===== src/source/dbg_ring_pkg.sv =====
package dbg_ring_pkg;

    // ring geometry
    localparam int unsigned dbg_shift_width = 32;  // bits per slave shift register
    localparam int unsigned dbg_num_slaves  = 2;   // register bank, then probe
    localparam int unsigned dbg_ring_width  = dbg_num_slaves * dbg_shift_width;  // 64
    localparam int unsigned dbg_cmd_latency = 2;   // select pipeline depth in each slave

    // slot counter of the master, one count per shift slot plus the load slot
    localparam int unsigned dbg_slot_bits = $clog2(dbg_ring_width + 1);
    typedef logic [dbg_slot_bits-1:0] dbg_slot_t;
    localparam dbg_slot_t dbg_load_slot = dbg_slot_t'(dbg_ring_width);  // last slot loads

    // register bank geometry
    localparam int unsigned dbg_num_regs       = 8;
    localparam int unsigned dbg_reg_addr_width = 3;
    localparam int unsigned dbg_reg_data_width = 16;

    // probe geometry
    localparam int unsigned dbg_probe_events = 8;   // event inputs under the mask
    localparam int unsigned dbg_count_width  = 32;

    // one full ring transaction, low half ends in the probe slave
    typedef logic [dbg_ring_width-1:0] dbg_ring_word_t;

    // register bank command, received by slave 0
    typedef struct packed {
        logic                          wr_en;  // write data to addr on strobe
        logic [dbg_reg_addr_width-1:0] addr;   // also becomes the selected address
        logic [11:0]                   pad;
        logic [dbg_reg_data_width-1:0] data;
    } dbg_reg_cmd_t;

    // register bank readback, captured by slave 0 at load
    typedef struct packed {
        logic [dbg_reg_addr_width-1:0] addr;   // echo of the selected address
        logic [12:0]                   pad;
        logic [dbg_reg_data_width-1:0] data;   // contents of the selected register
    } dbg_reg_rdback_t;

    // probe control, received by slave 1
    typedef struct packed {
        logic                        clear;   // zero the count on strobe
        logic                        enable;  // count only while set
        logic [21:0]                 pad;
        logic [dbg_probe_events-1:0] mask;    // events that take part
    } dbg_probe_ctrl_t;

    // probe status, captured by slave 1 at load
    typedef struct packed {
        logic [dbg_count_width-1:0] count;
    } dbg_probe_stat_t;

endpackage


===== src/source/dbg_event_probe.sv =====
`timescale 1ns/10ps

module dbg_event_probe (
    input  logic                                      mclk,
    input  logic                                      mrst,
    input  logic [dbg_ring_pkg::dbg_probe_events-1:0] events,    // design events
    input  dbg_ring_pkg::dbg_probe_ctrl_t             ctrl,      // received ring word
    input  logic                                      ctrl_stb,  // slave strobe
    output dbg_ring_pkg::dbg_probe_stat_t             stat       // count, to the ring
);
    import dbg_ring_pkg::*;

    logic                        enable;  // counting on
    logic [dbg_probe_events-1:0] mask;    // events that count
    logic [dbg_count_width-1:0]  count;
    logic                        hit;     // any masked event this cycle

    assign hit        = enable & (|(events & mask));
    assign stat.count = count;

    always_ff @(posedge mclk) begin
        if (mrst) begin
            enable <= 1'b0;
            mask   <= '0;
        end else if (ctrl_stb) begin
            enable <= ctrl.enable;   // takes effect from the next cycle
            mask   <= ctrl.mask;
        end
    end

    always_ff @(posedge mclk) begin
        if (mrst) begin
            count <= '0;
        end else if (ctrl_stb && ctrl.clear) begin
            count <= '0;             // clear wins over a hit in the same cycle
        end else if (hit) begin
            count <= count + 1'b1;   // one per cycle, however many bits hit
        end
    end

endmodule


===== src/source/dbg_reg_bank.sv =====
`timescale 1ns/10ps

module dbg_reg_bank (
    input  logic                          mclk,
    input  logic                          mrst,
    input  dbg_ring_pkg::dbg_reg_cmd_t    cmd,      // received ring word
    input  logic                          cmd_stb,  // slave strobe
    output dbg_ring_pkg::dbg_reg_rdback_t rdback,   // selected register, to the ring
    output logic [dbg_ring_pkg::dbg_num_regs*dbg_ring_pkg::dbg_reg_data_width-1:0] regs_flat
);
    import dbg_ring_pkg::*;

    logic [dbg_reg_data_width-1:0] regs [dbg_num_regs];  // control registers
    logic [dbg_reg_addr_width-1:0] sel_addr;             // last addressed register

    always_ff @(posedge mclk) begin
        if (mrst) begin
            for (int i = 0; i < dbg_num_regs; i++) begin
                regs[i] <= '0;
            end
            sel_addr <= '0;
        end else if (cmd_stb) begin
            if (cmd.wr_en) begin
                regs[cmd.addr] <= cmd.data;         // write on the strobe itself
            end
            sel_addr <= cmd.addr;                   // every strobe selects
        end
    end

    // readback follows the bank directly, so a load sees pre-strobe state
    always_comb begin
        rdback.addr = sel_addr;
        rdback.pad  = '0;
        rdback.data = regs[sel_addr];
    end

    // register i sits at bits 16*i and up
    always_comb begin
        for (int i = 0; i < dbg_num_regs; i++) begin
            regs_flat[i*dbg_reg_data_width +: dbg_reg_data_width] = regs[i];
        end
    end

endmodule


===== src/source/dbg_subsys.sv =====
`timescale 1ns/10ps

module dbg_subsys (
    input  logic                                      mclk,
    input  logic                                      mrst,
    input  logic                                      start,
    input  dbg_ring_pkg::dbg_ring_word_t              wr_word,
    output dbg_ring_pkg::dbg_ring_word_t              rd_word,
    output logic                                      busy,
    output logic                                      done,
    input  logic [dbg_ring_pkg::dbg_probe_events-1:0] events,
    output logic [dbg_ring_pkg::dbg_num_regs*dbg_ring_pkg::dbg_reg_data_width-1:0] regs_flat
);
    import dbg_ring_pkg::*;

    logic            ring_sl;    // select to both slaves
    logic            ring_d0;    // master to slave 0
    logic            ring_d1;    // slave 0 to slave 1
    logic            ring_ret;   // slave 1 back to master
    dbg_reg_cmd_t    reg_cmd;
    dbg_reg_rdback_t reg_rdback;
    logic            reg_stb;
    dbg_probe_ctrl_t probe_ctrl;
    dbg_probe_stat_t probe_stat;
    logic            probe_stb;

    debug_ring_master i_master (
        .mclk     (mclk),
        .mrst     (mrst),
        .start    (start),
        .wr_word  (wr_word),
        .rd_word  (rd_word),
        .busy     (busy),
        .done     (done),
        .debug_sl (ring_sl),
        .debug_do (ring_d0),
        .debug_di (ring_ret)
    );

    // first on the ring, carries the high half
    debug_ring_slave #(
        .rd_t (dbg_reg_rdback_t),
        .wr_t (dbg_reg_cmd_t)
    ) i_slave_reg (
        .mclk     (mclk),
        .mrst     (mrst),
        .debug_di (ring_d0),
        .debug_sl (ring_sl),
        .debug_do (ring_d1),
        .rd_data  (reg_rdback),
        .wr_data  (reg_cmd),
        .stb      (reg_stb)
    );

    // last on the ring, carries the low half
    debug_ring_slave #(
        .rd_t (dbg_probe_stat_t),
        .wr_t (dbg_probe_ctrl_t)
    ) i_slave_probe (
        .mclk     (mclk),
        .mrst     (mrst),
        .debug_di (ring_d1),
        .debug_sl (ring_sl),
        .debug_do (ring_ret),
        .rd_data  (probe_stat),
        .wr_data  (probe_ctrl),
        .stb      (probe_stb)
    );

    dbg_reg_bank i_reg_bank (
        .mclk      (mclk),
        .mrst      (mrst),
        .cmd       (reg_cmd),
        .cmd_stb   (reg_stb),
        .rdback    (reg_rdback),
        .regs_flat (regs_flat)
    );

    dbg_event_probe i_probe (
        .mclk     (mclk),
        .mrst     (mrst),
        .events   (events),
        .ctrl     (probe_ctrl),
        .ctrl_stb (probe_stb),
        .stat     (probe_stat)
    );

endmodule


===== src/source/debug_ring_master.sv =====
`timescale 1ns/10ps

module debug_ring_master (
    input  logic                         mclk,
    input  logic                         mrst,
    input  logic                         start,     // host request, ignored while busy
    input  dbg_ring_pkg::dbg_ring_word_t wr_word,   // word sent around the ring
    output dbg_ring_pkg::dbg_ring_word_t rd_word,   // word returned, held until next done
    output logic                         busy,
    output logic                         done,      // one cycle at the end
    output logic                         debug_sl,  // select to all slaves
    output logic                         debug_do,  // data into slave 0
    input  logic                         debug_di   // data back from the last slave
);
    import dbg_ring_pkg::*;

    logic                       accept;     // start taken this cycle
    logic                       active;     // select sequence running
    logic                       phase;      // 0 first cycle of a slot, 1 second
    dbg_slot_t                  slot_cnt;   // current slot
    logic                       last_slot;  // load slot
    logic                       sh_req;     // shift slot seen on the select line
    logic                       ld_req;     // load slot seen on the select line
    logic [dbg_cmd_latency-1:0] sh_pipe;    // lines up shifts with the slaves
    logic [dbg_cmd_latency:0]   ld_pipe;    // one extra stage to reach done
    dbg_ring_word_t             ring_sr;    // outgoing bits at lsb, returned at msb

    assign accept    = start & ~busy;
    assign last_slot = (slot_cnt == dbg_load_slot);
    assign debug_sl  = active & (~phase | last_slot);  // 1,0 shift and 1,1 load
    assign debug_do  = ring_sr[0];

    // second cycle of a slot tells shift from load, like in the slaves
    assign sh_req = active & phase & ~last_slot;
    assign ld_req = active & phase & last_slot;

    always_ff @(posedge mclk) begin
        if (mrst) begin
            active   <= 1'b0;
            phase    <= 1'b0;
            slot_cnt <= '0;
            busy     <= 1'b0;
            done     <= 1'b0;
            sh_pipe  <= '0;
            ld_pipe  <= '0;
        end else begin
            sh_pipe <= {sh_pipe[dbg_cmd_latency-2:0], sh_req};
            ld_pipe <= {ld_pipe[dbg_cmd_latency-1:0], ld_req};
            done    <= ld_pipe[dbg_cmd_latency];  // two cycles past the slave load

            if (accept) begin
                active   <= 1'b1;
                phase    <= 1'b0;
                slot_cnt <= '0;
                busy     <= 1'b1;
            end else if (active) begin
                phase <= ~phase;
                if (phase) begin
                    if (last_slot) begin
                        active <= 1'b0;             // 130 select cycles sent
                    end else begin
                        slot_cnt <= slot_cnt + 1'b1;
                    end
                end
            end

            if (ld_pipe[dbg_cmd_latency]) begin
                busy <= 1'b0;                      // falls as done rises
            end
        end
    end

    // shift in the slaves' command cycle, sampling the bit slave 1 drops
    always_ff @(posedge mclk) begin
        if (accept) begin
            ring_sr <= wr_word;
        end else if (sh_pipe[dbg_cmd_latency-1]) begin
            ring_sr <= {debug_di, ring_sr[dbg_ring_width-1:1]};
        end
    end

    always_ff @(posedge mclk) begin
        if (ld_pipe[dbg_cmd_latency]) begin
            rd_word <= ring_sr;                    // valid in the done cycle
        end
    end

endmodule


===== src/source/debug_ring_slave.sv =====
`timescale 1ns/10ps

module debug_ring_slave #(
    parameter type rd_t = logic [31:0],  // payload captured at the load slot
    parameter type wr_t = logic [31:0]   // payload presented at the strobe
) (
    input  logic mclk,
    input  logic mrst,
    input  logic debug_di,  // serial data from the upstream node
    input  logic debug_sl,  // 0 idle, 1 then 0 shift, 1 then 1 load
    output logic debug_do,  // serial data to the downstream node
    input  rd_t  rd_data,
    output wr_t  wr_data,
    output logic stb        // one cycle per load slot
);
    import dbg_ring_pkg::*;

    logic [dbg_shift_width-1:0] data_sr;   // ring shift register
    logic [dbg_shift_width-1:0] rd_ext;    // read payload, lsb aligned
    logic [dbg_cmd_latency-1:0] cmd_pipe;  // select line delay
    logic                       cmd_dly;   // delayed select
    logic                       cmd;       // command cycle of a slot

    assign cmd_dly  = cmd_pipe[dbg_cmd_latency-1];
    assign stb      = cmd & cmd_dly;        // second select bit high means load
    assign debug_do = data_sr[0];           // lsb leaves first
    assign wr_data  = data_sr[$bits(wr_t)-1:0];

    always_comb begin
        rd_ext = '0;                        // unused upper bits stay zero
        rd_ext[$bits(rd_t)-1:0] = rd_data;
    end

    always_ff @(posedge mclk) begin
        if (mrst) begin
            cmd_pipe <= '0;
            cmd      <= 1'b0;
        end else begin
            cmd_pipe <= {cmd_pipe[dbg_cmd_latency-2:0], debug_sl};
            cmd      <= cmd_dly & ~cmd;       // toggles, so each slot fires once
        end
    end

    always_ff @(posedge mclk) begin
        if (cmd && !cmd_dly) begin
            data_sr <= {debug_di, data_sr[dbg_shift_width-1:1]};  // new bit at msb
        end else if (cmd && cmd_dly) begin
            data_sr <= rd_ext;               // capture local payload
        end
    end

endmodule


===== config.mk =====
export PLATFORM = sky130hd
export DESIGN_NAME = dbg_subsys
export DESIGN_NICKNAME = d
export VERILOG_FILES = /design/src/source/dbg_ring_pkg.sv /design/src/source/dbg_event_probe.sv /design/src/source/dbg_reg_bank.sv /design/src/source/dbg_subsys.sv /design/src/source/debug_ring_master.sv /design/src/source/debug_ring_slave.sv
export SDC_FILE = /design/constraint.sdc
export NUM_CORES = 1
export LEC_CHECK = 0
export BUFFER_PORTS_ARGS = -buffer_cell sky130_fd_sc_hd__buf_2
export CELL_PAD_IN_SITES_DETAIL_PLACEMENT = 0
export CELL_PAD_IN_SITES_GLOBAL_PLACEMENT = 2
export CORE_AREA = 4 4 212 214
export CTS_BUF_LIST = sky130_fd_sc_hd__clkbuf_16
export DETAILED_ROUTE_END_ITERATION = 8
export DIE_AREA = 0 0 216 218
export GPL_ROUTABILITY_DRIVEN = 1
export MAX_ROUTING_LAYER = met4
export PLACE_DENSITY_LB_ADDON = 0.12
export SETUP_SLACK_MARGIN = 0.4
export SKIP_LAST_GASP = 1
export SLEW_MARGIN = 10
export SYNTH_ARGS = -nofsm -noshare
export SYNTH_HDL_FRONTEND = slang
export SYNTH_HIERARCHICAL = 1
export SYNTH_SLANG_ARGS = --single-unit

===== constraint.sdc =====
create_clock -name mclk -period 4 [get_ports mclk]
set_input_delay 1 -clock mclk [delete_from_list [all_inputs] [get_ports mclk]]
set_output_delay 1 -clock mclk [all_outputs]
set_load 0.05 [all_outputs]

==> results.toml <==
[run_status]
status = "completed"

[worst_setup_path]
worstPathArrival_ns = 3.00
cp-end-kind = "register"
crit_path_max_incr_delay_ns = 1.01
crit_path_top_delay_cell = "o21bai_2"
path_class = "reg2reg"
startpoint_type = "register"
required_ns = 4.17
crit_chain = "buf_4 -> and2_2 -> nand2_2 -> o21bai_2"
cp_max_fo = 36

[clocking]
clkSinkCount = 389
cts_hold_buf = 0
clk_latency_ns = 0.56
cts_buffers = 44
cts_tree = "yes"
cts_setup_buffers = 0
htreeDepth = 2
clk_pin_slew_ns = 0.06
clock_path_buffers = 3
cts_resized = 0
cts_root_buffer = "clkbuf_16"

[synthesis]
syn_area_sq_um = 16550
yosys.area.top_type_share = 0.5806
synth-compound-area-share = 0.01845
synth_xor_area_frac = 0.01111
synth-simple-area-share = 0.1365
synthCells = 1170
async_reset_ff_frac = 0
synth_cell_types = 58
synth.area.top_cells = "edfxtp_1 58%, dfxtp_1 8.3%, mux2_4 5.4%, mux4_1 4.8%, nand2_1 4.7%"
synth_adder_area_share = 0.002268
syn_avg_cell_area_sq_um = 14.15
synth_top_family_by_area = "simple AND/OR/NAND/NOR gates"
yosysMostFrequentCell = "edfxtp_1"
yosys-top-cells-count = "320 x edfxtp_1, 207 x nand2_1, 122 x nor3_1, 69 x dfxtp_1, 60 x mux2_4"
synth_flop_cell = "edfxtp_1"
synth_sequential_area_ratio = 0.6640
synth-edff-count = 320
ys_ff_latch = 389
synth_largest_area_cell = "edfxtp_1"
synthMuxAreaShare = 0.1269
yosysWarnings = 6

[flow_run]
max-cap-violations = 0

[routing]
num_vias = 10390
drcViolationCount = 0
antenna_left = 0
wire_per_inst_microns = 21.28
via_per_inst = 5.045
firstDrtPassIters = 4
wirelength_mm = 43.84
drt-initial-drc-count = 664

[placement]
dp_slack_ns = 0.7357
gp_routability_congestion = 0.7690
dp_cells = 1970
port-buffer-count = 268
post-dp-hpwl_mm = 29.48
place_area_sq_um = 18330

[sta]
max_slew_margin = 0.2175
rsz0062_at_grt = "false"
worstMarginPinSlew_ns = 1.172
fin_skew_ns = 0.01888
period_minus_slack_ns = 2.824
period_share = 0.7059
clock.fmax_mhz = 354.2
hold_violations = 0
hold_slack_ns = 0.4364
setup_tns_ns = 0
final-setup-viol-count = 0
finalWorstSetupSlack_ns = 1.176
slew_violations = 0

[layout]
final_layout_size_suffix_gt1_frac = 0.3229
fin_area_sq_um = 19640
final_core_util = 0.4579
nNetsFinal = 1509
final_cell_count_no_fill = 2060
area_delta_synth_final_pct = 18.66

[die]
die_area_sq_um = 47090
die_w_microns = 216
io_pins = 269
core_area_sq_um = 42890
initial_core_util = 0.3859
die-height_microns = 218
rows = 76

[global_route]
grt-ovfl-total = 0
grt_antenna_before_repair = 10
grt_pass1_vias = 10390
grt_max_degree = 70
grt_first_pass_wirelength_mm = 65.41
grt_usage = 0.1861

[power]
leakagePower_nw = 7.659
vdd_drop_max_mv = 0.3450
finalPower_mw = 8.731
powerDensity_nw_per_um2 = 444.6

[hold_path]
hp-class = "reg2reg"
## worst max-delay path, delay by kind of cell (launching register included)
| kind | cells | cell delay [ns] |
|---|---|---|
| and+or+nand+nor | 2 | 0.75 |
| AOI/OAI and AO/OA | 1 | 1.01 |
| buffers and inverters | 1 | 0.33 |
| DFF | 1 | 0.32 |
## kinds of logic after synthesis
logic type,count (synthesis)
AO/OA/AOI/OAI,49
XOR/XNOR,21
adder cells (fa/ha/maj),3
buffers and inverters,113
flip-flops,389
multiplexers,126
other,1
AND/OR/NAND/NOR,468
## final timing paths
path / end / cells after the start / from / slack (ns)
setup / recovery: i_reg_bank/regs[1][5] / 4 / i_slave_reg/cmd / 1.18
hold / removal: i_master/ld_pipe[2] / 1 / i_master/ld_pipe[1] / 0.44
setup reg to reg: i_reg_bank/regs[1][5] / 4 / i_slave_reg/cmd / 1.18
hold reg to reg: i_master/ld_pipe[2] / 1 / i_master/ld_pipe[1] / 0.44
## where the power goes
part / switching, mW / internal [mW]
sequential: 0.0755 / 4.51
combinational: 0.369 / 0.155
clock: 1.59 / 2.03
total: 2.04 / 6.69
## layout by cell type (no fill, tap or decap), types with 4 or more instances in the layout
cell and count:
edfxtp_1 320, buf_2 268, nand2_1 206, nor3_1 122, dfxtp_1 67, mux2_4 60, clkbuf_16 45, nor2_1 36
mux4_1 30, clkinv_1 29, buf_4 25, mux2_2 21, inv_1 20, nand3_1 20, xor2_1 19, a21oi_1 16
nand4_1 14, mux2i_1 13, conb_1 13, nor3_2 12, nor2b_1 11, diode_2 10, o21ai_0 10, or3_1 10
o21bai_2 8, clkinv_2 6, o31ai_1 5, nand2b_2 4, a22oi_1 4, or4_1 4, and3_1 4
## registers in the layout (all words and copies together) (netlist names), 7 cells and up, named ones only
name / count
i_master/ring_sr: 64
i_slave_reg/wr_data: 32
i_slave_probe/wr_data: 32
i_reg_bank/regs: 128
i_probe/mask: 8
i_probe/stat: 32
i_master/rd_word: 64
i_master/slot_cnt: 7
## area by class of cell
class / count / area, sq um
fillers: 3899 / 23250
flip-flops and latches: 389 / 10990
multi-input cells: 680 / 4994
repair buffers: 293 / 1529
clock buffers: 45 / 1126
well taps: 585 / 732.0
clock inverters: 35 / 153.9
inverters: 23 / 86.33
diodes: 10 / 25.02
## layer usage
| metal | vias to the layer above | wire length, microns | part of all wire | track usage |
|---|---|---|---|---|
| met5 | - | 0 | 0 | - |
| met1 | 5179 | 19640 | 0.45 | 0.2470 |
| met4 | 0 | 985 | 0.022 | 0.05035 |
| met2 | 321 | 19450 | 0.44 | 0.2726 |
| li1 | 4830 | - | - | - |
| met3 | 63 | 3766 | 0.086 | 0.06702 |
Power figures use the tool's default switching activity.
